## src/source/boot_ctrl_pkg.sv

```systemverilog
// Boot controller types: programming word, MMIO request and response, FSM states
`default_nettype none

package boot_ctrl_pkg;

  // Field carried by the current protection programming word
  typedef enum logic [1:0] {
    BASE,
    LIMIT,
    PERM
  } mpu_field_e;

  typedef struct packed {
    logic        en;
    logic [2:0]  idx;
    mpu_field_e  field;
    logic [31:0] base;
    logic [31:0] limit;
    logic [2:0]  perm;       // {X, W, R}
    logic        user_ok;
    logic        is_ispace;
  } mpu_prog_t;

  // One-cycle request strobe, no back-pressure
  typedef struct packed {
    logic        req;
    logic        we;
    logic [31:0] addr;
    logic [31:0] wdata;
  } mmio_req_t;

  typedef struct packed {
    logic        done;
    logic [31:0] rdata;
  } mmio_rsp_t;

  typedef enum logic [2:0] {
    SIG_WAIT,
    SET_WP,
    FLUSH,
    LOCK,
    DONE
  } boot_phase_e;

endpackage

`default_nettype wire

```

## src/source/soc_map_pkg.sv

```systemverilog
// SoC memory map: protection region table, MMIO register addresses and control bit positions
`default_nettype none

package soc_map_pkg;

  // Boot ROM is the code window, starting at address zero
  localparam int unsigned ROM_BYTES = 16 * 1024;

  localparam int unsigned MPU_REGIONS = 3;

  // Region table, entry 0 in the low slice; perm is {X, W, R}
  localparam logic [MPU_REGIONS-1:0][31:0] REGION_BASE = {
    32'h1000_0000,  // MMIO window
    32'h2000_0000,  // RAM
    32'h0000_0000   // Boot ROM
  };
  localparam logic [MPU_REGIONS-1:0][31:0] REGION_LIMIT = {
    32'h1000_FFFF,
    32'h2001_FFFF,
    32'h0000_FFFF
  };
  localparam logic [MPU_REGIONS-1:0][2:0] REGION_PERM = {3'b011, 3'b011, 3'b101};
  // MMIO stays supervisor only
  localparam logic [MPU_REGIONS-1:0] REGION_USER_OK   = 3'b011;
  localparam logic [MPU_REGIONS-1:0] REGION_IS_ISPACE = 3'b001;

  // Control register word addresses
  localparam logic [31:0] CACHE_CTRL_ADDR = 32'h1000_0100;
  localparam logic [31:0] CODE_CTRL_ADDR  = 32'h1000_0110;
  localparam logic [31:0] SIGCHECK_ADDR   = 32'h1000_0130;
  localparam logic [31:0] LOCK_STAT_ADDR  = 32'h1000_0140;

  localparam logic [31:0] BOOT_SIGNATURE = 32'hB007_C0DE;

  // Cache control and code control bit positions
  localparam int unsigned IC_FLUSH_BIT  = 6;
  localparam int unsigned DC_FLUSH_BIT  = 7;
  localparam int unsigned WP_SET_BIT    = 0;
  localparam int unsigned UPDATE_EN_BIT = 1;

  localparam int unsigned FLUSH_HOLD_CYCLES = 8;

endpackage

`default_nettype wire
```

## src/source/boot_sec_top.sv

```systemverilog
// Boot security controller top: region loader, boot sequencer, MMIO registers, guard, flushes
`default_nettype none

module boot_sec_top
  import boot_ctrl_pkg::*;
(
  input  wire logic      clk,
  input  wire logic      rst_n,
  input  wire mmio_req_t mmio_req,
  output mmio_rsp_t      mmio_rsp,
  output mpu_prog_t      mpu_prog,
  output logic           lock,
  output logic           code_write_ok,
  output logic [1:0]     dc_way_mask,
  output logic           ic_inv,
  output logic           dc_inv
);

  logic sig_ok;
  logic wp_pulse;
  logic boot_flush;
  logic wp_set;
  logic wp;
  logic update_en;
  logic ic_flush_req;
  logic dc_flush_req;

  mpu_region_loader u_mpu_region_loader (
    .clk  (clk),
    .rst_n(rst_n),
    .prog (mpu_prog)
  );

  boot_policy_seq u_boot_policy_seq (
    .clk       (clk),
    .rst_n     (rst_n),
    .sig_ok    (sig_ok),
    .wp_pulse  (wp_pulse),
    .boot_flush(boot_flush),
    .lock      (lock)
  );

  mmio_ctrl_regs u_mmio_ctrl_regs (
    .clk         (clk),
    .rst_n       (rst_n),
    .req         (mmio_req),
    .rsp         (mmio_rsp),
    .lock        (lock),
    .wp          (wp),
    .boot_flush  (boot_flush),
    .sig_ok      (sig_ok),
    .wp_set      (wp_set),
    .update_en   (update_en),
    .dc_way_mask (dc_way_mask),
    .ic_flush_req(ic_flush_req),
    .dc_flush_req(dc_flush_req)
  );

  code_write_guard u_code_write_guard (
    .clk          (clk),
    .rst_n        (rst_n),
    .req          (mmio_req),
    .lock         (lock),
    .wp_pulse     (wp_pulse),
    .wp_set       (wp_set),
    .update_en    (update_en),
    .wp           (wp),
    .code_write_ok(code_write_ok)
  );

  flush_stretcher u_ic_flush (
    .clk      (clk),
    .rst_n    (rst_n),
    .flush_req(ic_flush_req),
    .inv      (ic_inv)
  );

  flush_stretcher u_dc_flush (
    .clk      (clk),
    .rst_n    (rst_n),
    .flush_req(dc_flush_req),
    .inv      (dc_inv)
  );

endmodule

`default_nettype wire

```

## src/source/mpu_region_loader.sv

```systemverilog
// Protection region loader: writes base, limit and permissions of each boot region after reset
`default_nettype none

module mpu_region_loader
  import soc_map_pkg::*;
  import boot_ctrl_pkg::*;
(
  input  wire logic clk,
  input  wire logic rst_n,
  output mpu_prog_t prog
);

  logic       active;
  mpu_field_e field_q;
  logic [1:0] region_q;
  mpu_prog_t  prog_d;

  // Only the field being programmed carries data
  always_comb begin
    prog_d = '0;
    if (active) begin
      prog_d.en    = 1'b1;
      prog_d.idx   = 3'(region_q);
      prog_d.field = field_q;
      case (field_q)
        BASE:  prog_d.base  = REGION_BASE[region_q];
        LIMIT: prog_d.limit = REGION_LIMIT[region_q];
        default: begin
          prog_d.perm      = REGION_PERM[region_q];
          prog_d.user_ok   = REGION_USER_OK[region_q];
          prog_d.is_ispace = REGION_IS_ISPACE[region_q];
        end
      endcase
    end
  end

  // Walks BASE, LIMIT, PERM for each region, then parks until the next reset
  always_ff @(posedge clk or negedge rst_n) begin
    if (!rst_n) begin
      active   <= 1'b1;
      field_q  <= BASE;
      region_q <= 2'd0;
      prog     <= '0;
    end else begin
      prog <= prog_d;
      if (active) begin
        case (field_q)
          BASE:  field_q <= LIMIT;
          LIMIT: field_q <= PERM;
          default: begin
            field_q <= BASE;
            if (region_q == 2'(MPU_REGIONS - 1)) begin
              active <= 1'b0;
            end else begin
              region_q <= region_q + 2'd1;
            end
          end
        endcase
      end
    end
  end

  // Once parked, the loader stays parked and the port stays quiet
  a_quiet_after_load: assert property (@(posedge clk) disable iff (!rst_n)
    !active |=> !active && !prog.en);

endmodule

`default_nettype wire

```

## src/source/boot_policy_seq.sv

```systemverilog
// Boot policy sequencer: after a good signature sets write protect, flushes caches, then locks
`default_nettype none

module boot_policy_seq
  import boot_ctrl_pkg::*;
(
  input  wire logic clk,
  input  wire logic rst_n,
  input  wire logic sig_ok,
  output logic      wp_pulse,
  output logic      boot_flush,
  output logic      lock
);

  boot_phase_e phase_q;

  always_ff @(posedge clk or negedge rst_n) begin
    if (!rst_n) begin
      phase_q    <= SIG_WAIT;
      wp_pulse   <= 1'b0;
      boot_flush <= 1'b0;
      lock       <= 1'b0;
    end else begin
      wp_pulse   <= 1'b0;
      boot_flush <= 1'b0;
      case (phase_q)
        SIG_WAIT: begin
          if (sig_ok) begin
            phase_q <= SET_WP;
          end
        end
        SET_WP: begin
          wp_pulse <= 1'b1;
          phase_q  <= FLUSH;
        end
        FLUSH: begin
          // One flush of both caches
          boot_flush <= 1'b1;
          phase_q    <= LOCK;
        end
        LOCK: begin
          lock    <= 1'b1;
          phase_q <= DONE;
        end
        default: ;  // Done until reset
      endcase
    end
  end

  a_lock_sticky: assert property (@(posedge clk) disable iff (!rst_n)
    lock |=> lock);

endmodule

`default_nettype wire

```

## src/source/mmio_ctrl_regs.sv

```systemverilog
// MMIO control registers: cache control, code control, signature check and lock status
`default_nettype none

module mmio_ctrl_regs
  import soc_map_pkg::*;
  import boot_ctrl_pkg::*;
(
  input  wire logic      clk,
  input  wire logic      rst_n,
  input  wire mmio_req_t req,
  output mmio_rsp_t      rsp,
  input  wire logic      lock,
  input  wire logic      wp,
  input  wire logic      boot_flush,
  output logic           sig_ok,
  output logic           wp_set,
  output logic           update_en,
  output logic [1:0]     dc_way_mask,
  output logic           ic_flush_req,
  output logic           dc_flush_req
);

  logic        cache_hit;
  logic        code_hit;
  logic        sig_hit;
  logic        lock_hit;
  logic        wr_ok;
  logic [31:0] rdata_d;

  // Exact word match on each control register
  assign cache_hit = req.req && (req.addr == CACHE_CTRL_ADDR);
  assign code_hit  = req.req && (req.addr == CODE_CTRL_ADDR);
  assign sig_hit   = req.req && (req.addr == SIGCHECK_ADDR);
  assign lock_hit  = req.req && (req.addr == LOCK_STAT_ADDR);

  // Once locked, writes are answered but dropped
  assign wr_ok = req.we && !lock;

  assign wp_set = code_hit && wr_ok && req.wdata[WP_SET_BIT];

  // Flush bits self-clear, they only ever exist as a pulse
  assign ic_flush_req = boot_flush || (cache_hit && wr_ok && req.wdata[IC_FLUSH_BIT]);
  assign dc_flush_req = boot_flush || (cache_hit && wr_ok && req.wdata[DC_FLUSH_BIT]);

  always_ff @(posedge clk or negedge rst_n) begin
    if (!rst_n) begin
      dc_way_mask <= 2'b11;  // Both D-cache ways enabled
      update_en   <= 1'b0;
      sig_ok      <= 1'b0;
    end else begin
      if (cache_hit && wr_ok) begin
        dc_way_mask <= req.wdata[1:0];
      end
      if (code_hit && wr_ok) begin
        update_en <= req.wdata[UPDATE_EN_BIT];
      end
      // Sticky, a wrong word never clears it
      if (sig_hit && wr_ok && (req.wdata == BOOT_SIGNATURE)) begin
        sig_ok <= 1'b1;
      end
    end
  end

  // Readback mux, writes return zero
  always_comb begin
    rdata_d = '0;
    if (!req.we) begin
      if (cache_hit) begin
        rdata_d[1:0] = dc_way_mask;
      end else if (code_hit) begin
        rdata_d[UPDATE_EN_BIT] = update_en;
        rdata_d[WP_SET_BIT]    = wp;
      end else if (sig_hit) begin
        rdata_d[0] = sig_ok;
      end else if (lock_hit) begin
        rdata_d[0] = lock;
      end
    end
  end

  // Done one cycle after any hit; misses stay silent
  always_ff @(posedge clk or negedge rst_n) begin
    if (!rst_n) begin
      rsp <= '0;
    end else begin
      rsp.done  <= cache_hit || code_hit || sig_hit || lock_hit;
      rsp.rdata <= rdata_d;
    end
  end

endmodule

`default_nettype wire

```

## src/source/code_write_guard.sv

```systemverilog
// Code write guard: sticky write protect and the allow decision for boot ROM writes
`default_nettype none

module code_write_guard
  import soc_map_pkg::*;
  import boot_ctrl_pkg::*;
(
  input  wire logic      clk,
  input  wire logic      rst_n,
  input  wire mmio_req_t req,
  input  wire logic      lock,
  input  wire logic      wp_pulse,
  input  wire logic      wp_set,
  input  wire logic      update_en,
  output logic           wp,
  output logic           code_write_ok
);

  logic code_write;

  // Only clears on reset
  always_ff @(posedge clk or negedge rst_n) begin
    if (!rst_n) begin
      wp <= 1'b0;
    end else if (!lock && (wp_pulse || wp_set)) begin
      wp <= 1'b1;
    end
  end

  assign code_write = req.req && req.we && (req.addr < ROM_BYTES);

  // Update enable only opens the window until lock
  assign code_write_ok = !code_write || !wp || (update_en && !lock);

endmodule

`default_nettype wire

```

## src/source/flush_stretcher.sv

```systemverilog
// Flush stretcher: holds a cache invalidate for a fixed number of cycles per request
`default_nettype none

module flush_stretcher
  import soc_map_pkg::*;
#(
  parameter int unsigned HOLD_CYCLES = FLUSH_HOLD_CYCLES
) (
  input  wire logic clk,
  input  wire logic rst_n,
  input  wire logic flush_req,
  output logic      inv
);

  localparam int unsigned CNT_W = $clog2(HOLD_CYCLES + 1);

  logic [CNT_W-1:0] cnt;

  // A new request reloads the count
  always_ff @(posedge clk or negedge rst_n) begin
    if (!rst_n) begin
      cnt <= '0;
    end else if (flush_req) begin
      cnt <= CNT_W'(HOLD_CYCLES);
    end else if (cnt != '0) begin
      cnt <= cnt - 1'b1;
    end
  end

  assign inv = (cnt != '0);

  a_hold_bounded: assert property (@(posedge clk) disable iff (!rst_n)
    (inv && !flush_req) [*HOLD_CYCLES] |=> !inv);

endmodule

`default_nettype wire

```

## config.mk

```make
export PLATFORM = sky130hd
export DESIGN_NAME = boot_sec_top
export DESIGN_NICKNAME = d
export VERILOG_FILES = /design/src/source/boot_ctrl_pkg.sv /design/src/source/soc_map_pkg.sv /design/src/source/boot_sec_top.sv /design/src/source/mpu_region_loader.sv /design/src/source/boot_policy_seq.sv /design/src/source/mmio_ctrl_regs.sv /design/src/source/code_write_guard.sv /design/src/source/flush_stretcher.sv
export SDC_FILE = /design/constraint.sdc
export NUM_CORES = 1
export LEC_CHECK = 0
export ABC_CLOCK_PERIOD_IN_PS = 4190
export BUFFER_PORTS_ARGS = -buffer_cell sky130_fd_sc_hd__buf_2
export CORE_ASPECT_RATIO = 0.5
export CORE_MARGIN = 2
export CORE_UTILIZATION = 42
export CTS_CLUSTER_SIZE = 28
export DETAILED_ROUTE_END_ITERATION = 7
export MAX_ROUTING_LAYER = met4
export PLACE_DENSITY = 0.76
export SLEW_MARGIN = 10
export SYNTH_ARGS = -nofsm -noshare
export SYNTH_HDL_FRONTEND = slang
export SYNTH_SLANG_ARGS = --single-unit
```

## constraint.sdc

```tcl
create_clock -name clk -period 4.19 [get_ports clk]
set_input_delay 0.2095 -clock clk [delete_from_list [all_inputs] [get_ports clk]]
set_output_delay 0.2095 -clock clk [all_outputs]
set_load 0.05 [all_outputs]
```

# [Word-level counts from Yosys, hierarchy flattened]
# Index checks and enable logic that the tools add are counted.
[word_totals] romBits=0 inputBits=68 ff_bits=102 elab_cells=110 latch_bits=0 out_inout_bits=114 n_memories=0 ram_bits=0
[classes] n_eq_ne=11 addsub=3 magnitude_cmp=2 n_shift=0 mul=0 reduce_logical=37 bitwise_logic=2 mux=32 n_div=0
[ops] op="32-bit binary-select mux with 2-bit select" count=2
[ops] op="32-bit by 29-bit == test with 1-bit output (second input constant)" count=4
[ops] op="32-bit 2-to-1 mux" count=4
[ops] op="75-bit 2-to-1 mux" count=1
[ops] op="32-bit == test (second input constant)" count=1
[ops] op="32-bit by 15-bit less-than comparator with 1-bit output (second input constant)" count=1
[ops] op="1-bit logical AND" count=16
[ops] op="4-bit 2-to-1 mux" count=4
[ops] op="3-bit case mux with 4 select lines" count=1
[ops] op="4-bit nonzero test" count=3
[ops] op="1-bit 2-to-1 mux" count=11
[ops] op="1-bit logical OR" count=8
[ops] op="4-bit by 1-bit subtractor with 4-bit output (second input constant)" count=2
[ops] op="3-bit binary-select mux with 2-bit select" count=1
[ops] op="3-bit by 2-bit == test with 1-bit output (second input constant)" count=2
[ops] op="3-bit 2-to-1 mux" count=2
[ops] op="5-bit 2-to-1 mux" count=1
[ops] op="1-bit binary-select mux with 2-bit select" count=2
[ops] op="2-bit 2-to-1 mux" count=2
[ops] op="2-bit case mux with 2 select lines" count=1
[ops] op="2-bit nonzero test" count=2
[ops] op="3-bit by 1-bit == test with 1-bit output (second input constant)" count=1
[ops] op="1-bit logical NOT" count=3
[ops] op="3-bit logical NOT" count=1
[ops] op="10 further kinds" count=11

# [Logic depth before layout (Yosys ltp)]
[depth] ltp_word=7 depth_mapped=7 depth_no_buf=7

# [By module]
# A second synthesis with hierarchy kept.
[unflattened] hier_cells=267 hier_area_um2=2733.9
[modules_own_cells] module="mpu_region_loader" cells_per_inst=111 area_each_um2=1151.1 seq_area_each_um2=476.7 n_inst=1
[modules_own_cells] module="mmio_ctrl_regs" cells_per_inst=87 area_each_um2=830.8 seq_area_each_um2=177.7 n_inst=1
[modules_own_cells] module="flush_stretcher" cells_per_inst=20 area_each_um2=217.7 seq_area_each_um2=100.1 n_inst=2
[modules_own_cells] module="boot_policy_seq" cells_per_inst=16 area_each_um2=216.5 seq_area_each_um2=150.1 n_inst=1
[modules_own_cells] module="code_write_guard" cells_per_inst=13 area_each_um2=100.1 seq_area_each_um2=25.0 n_inst=1

# [Least setup slack after synthesis]
# Ideal clock, no wire load.
[synth_timing] path_kind="input-to-reg" from="in mmio_req[44] (netlist name)" to="reg u_mmio_ctrl_regs.update_en" setup_ns=0.127 path_slack_ns=2.608 arrival_ns=1.454 n_path_buf=0 required_ns=4.063 stages=5 cell_sequence="nor3b_1 > nand4_4 > nor4b_2 > nand3b_1 > mux2_1"
[synth_between] elab_chain_len=3
[synth_lines] item="from (decl)" line="boot_sec_top.sv:9" rtl="input wire mmio_req_t mmio_req,"
[synth_lines] item="32-bit by 29-bit == test with 1-bit output" line="mmio_ctrl_regs.sv:32" rtl="assign code_hit = req.req && (req.addr == CODE_CTRL_ADDR);"
[synth_lines] item="1-bit logical AND" line="mmio_ctrl_regs.sv:32"
[synth_lines] item="1-bit logical AND" line="mmio_ctrl_regs.sv:54" rtl="if (code_hit && wr_ok) begin"
[synth_lines] item="to (signal assigned)" line="mmio_ctrl_regs.sv:55" rtl="update_en <= req.wdata[UPDATE_EN_BIT];"
[synth_lines] item="to (decl)" line="mmio_ctrl_regs.sv:17" rtl="output logic update_en,"
# No other way between the ends.
# A chain may end at the register's enable or synchronous reset.

# [Worst setup path in the final report]
[layout_timing] from="reg u_ic_flush.cnt[0]" to="out ic_inv"
[layout_between] elab_chain_len=1
[layout_lines] item="from (decl)" line="flush_stretcher.sv:17" rtl="logic [CNT_W-1:0] cnt;"
[layout_lines] item="from (signal assigned)" line="flush_stretcher.sv:24" rtl="cnt <= CNT_W'(HOLD_CYCLES);"
[layout_lines] item="from (signal assigned)" line="flush_stretcher.sv:26" rtl="cnt <= cnt - 1'b1;"
[layout_lines] item="4-bit nonzero test" line="flush_stretcher.sv:30" rtl="assign inv = (cnt != '0);"
[layout_lines] item="to (decl)" line="boot_sec_top.sv:15" rtl="output logic ic_inv,"
# No other way between the ends.

==> impl_metrics.ini <==
[power]
leakage_nw = 1.755
power_density_nw_per_um2 = 330.9
p_total_mw = 1.039
vdd_drop_max_mv = 0.1485

[global_route]
antenna_found_initial = 0
grt_pass1_vias = 1578
gr-total-overflow = 0
grt_use_total_pct = 12.66
grt_max_degree = 42
grt_pass1_wl_mm = 6.844

[finish]
fin_cells = 458
area_growth_pct = 15.14
drive_above_1_share_pct = 35.68
fill_cells = 566
fin_util_pct = 50.81
num_antenna_cells = 0
fin_nets = 445
final_area_um2 = 3141

[cts]
cts-root-buf = clkbuf_16
cts_hold_buf = 0
path_clk_slew_ns = 0.06
cts_sinks = 41
cts.htree.levels = 2
cts_buffer_depth = 2
clkLatencyLatePin_ns = 0.28
post_cts_buffers = 0
cts_resized = 0
cts_tree = built
cts_made_buffers = 5

[placement]
place_congestion = 0.8077
dp.final_hpwl_mm = 3.731
pre_cts_ws_ns = 2.389
place_inst = 450
place_area_um2 = 2964
io_buffers = 107

[sta]
worst_slack_ns = 2.236
slew_viol_final = 0
slew_headroom_pct = 42.94
finalCritPeriodShare_pct = 46.64
hold_viol_final = 0
period_minus_slack_ns = 1.954
grt_setup_unrepaired = false
hold_ws_ns = 0.04139
tightest_slew_ns = 0.8560
finalSetupTns_ns = 0
setup_viol = 0
fmax_mhz = 511.8
finClkSkew_ns = 0.003052

[yosys]
yosys_most_used_dff = dfrtp_1
synth_area_um2 = 2728
synth-seq-cells = 41
postSynthCellCount = 273
syn_area_per_cell_um2 = 9.991
ys_types = 40
async_flop_share_pct = 100.0
synth_edf_count = 0
ys_warn_count = 0
ys_seq_area_share_pct = 37.75

[floorplanning]
ios = 182
core_area_um2 = 6181
rows = 20
dieArea_um2 = 7194
chipWidth_um = 118.0
die_h_um = 60.99
initial_core_util_pct = 44.13

[hold_path]
hold_path.class = input pin to async pin

[route]
wl_per_cell_um = 9.972
num_vias = 1874
drt_iter0_drc = 40
first_pass_iters = 4
wirelength_mm = 4.567
antenna_left = 0
drc = 0
via_per_inst = 4.092

[worst_setup_path]
critPathKind = flip-flop to output port
cp.required_ns = 3.98
critPathCaptureType = output port
critPathArrivalTime_ns = 1.74
critPathMaxFanout = 5
start_kind = flip-flop

[run]
cap_violations = 0

[status]
status = finished, final reports clean
[final timing paths]
check / cells past startpoint / start / endpoint / slack (ns)
min: 1 / rst_n / u_dc_flush.cnt[3]$_DFFE_PN0P_ / 0.04
max in group asynchronous: 1 / rst_n / u_mpu_region_loader.prog[74]$_DFF_PN0_ / 3.61
min reg2reg: 0 / u_mpu_region_loader.active$_DFF_PN1_ / u_mpu_region_loader.prog[74]$_DFF_PN0_ / 0.45
max reg2reg: 6 / u_ic_flush.cnt[0]$_DFFE_PN0P_ / u_ic_flush.cnt[0]$_DFFE_PN0P_ / 2.65
max: 6 / u_ic_flush.cnt[0]$_DFFE_PN0P_ / ic_inv / 2.24
min in group clk: 2 / mmio_req[64] / u_mmio_ctrl_regs.rsp[1]$_DFF_PN0_ / 0.16
[metal layers]
metal,vias to the layer above,share of wire [%],track usage [%]
li1,939,-,-
met1,855,42,14.15
met3,4,6.0,3.289
met4,0,0.96,4.819
met5,-,0,-
met2,76,52,22.59
[state kept, by name, summed over array words and instances (netlist names), 2 cells and up]
| name | count |
|---|---|
| u_ic_flush.cnt | 4 |
| u_mmio_ctrl_regs.rsp | 3 |
| u_mpu_region_loader.field_q | 2 |
| u_mpu_region_loader.prog | 14 |
| u_mpu_region_loader.region_q | 2 |
| u_dc_flush.cnt | 4 |
| u_boot_policy_seq.phase_q | 3 |
| u_mmio_ctrl_regs.dc_way_mask | 2 |
[critical path, cell delays in order (launching register included)]
cell and delay [ns]:
dfrtp_1 0.41, inv_1 0.09, ha_1 0.15, nor2b_1 0.16, nor2b_1 0.37, inv_1 0.07, buf_2 0.22
[cells by family (layout without fill, tap and decap cells)]
logic type / after synthesis / after routing / share of synthesized area [%]
buffers and inverters: 106 / 130 / 27.11
AND/OR/NAND/NOR: 85 / 85 / 22.98
flip-flops: 41 / 41 / 37.75
AO/OA/AOI/OAI: 22 / 22 / 4.770
adder cells (fa/ha/maj): 8 / 8 / 3.670
XOR/XNOR: 6 / 6 / 1.927
multiplexers: 4 / 4 / 1.651
other: 1 / 74 / 0.1375
[where the power goes]
group          total [mW]  internal, mW  switching (mW)
sequential          0.396         0.396   0.00000000283
combinational       0.202        0.0287           0.173
clock               0.441         0.297           0.145
total                1.04         0.722           0.318
[area by class of cell]
class,count,area [µm²],area share (%)
Clock buffer,6,138.9,4.422
Clock inverter,2,37.54,1.195
Inverter,15,56.30,1.793
Multi-Input combinational cell,199,1232,39.24
Sequential cell,41,1030,32.79
Tap cell,88,110.1,3.506
Timing Repair Buffer,107,535.5,17.05
[cells in the mapped netlist, types with 4 or more instances]
cell      n  area share [%]
dfrtp_1  38              35
inv_1    15             2.1
ha_1      8             3.7
nor4_1    5             1.1
nor4_4    6             4.7
and2_1    6             1.4
nand3_1   5            0.92
o21ai_1   5            0.92
nand2_1  14             1.9
xnor2_1   6             1.9
and3_1    4            0.92
nor2_1   15             2.1
a21oi_1   7             1.3
nor2b_1   7             1.6
buf_4    91              25
[cells in the final DEF (no fill, tap or decap), types with 2 or more instances in the layout]
cell type | Yosys | layout
nor4_1 | 5 | 5
nor2b_1 | 7 | 7
nand4_4 | 2 | 2
clkbuf_16 | 0 | 5
buf_2 | 0 | 107
nand2_1 | 14 | 14
conb_1 | 1 | 74
nor4_4 | 6 | 6
a21oi_1 | 7 | 7
mux2_1 | 3 | 3
inv_1 | 15 | 15
nand4b_1 | 2 | 2
nor4b_1 | 3 | 3
xnor2_1 | 6 | 6
o21ai_0 | 3 | 3
nand3_1 | 5 | 5
o21ai_1 | 5 | 5
nor3_1 | 3 | 3
ha_1 | 8 | 8
and3_1 | 4 | 4
nor2_1 | 15 | 15
dfrtp_1 | 38 | 38
o21a_1 | 3 | 3
and2_1 | 6 | 6
nor3b_1 | 3 | 3
dfstp_2 | 3 | 3
Power figures use the tool's default switching activity.
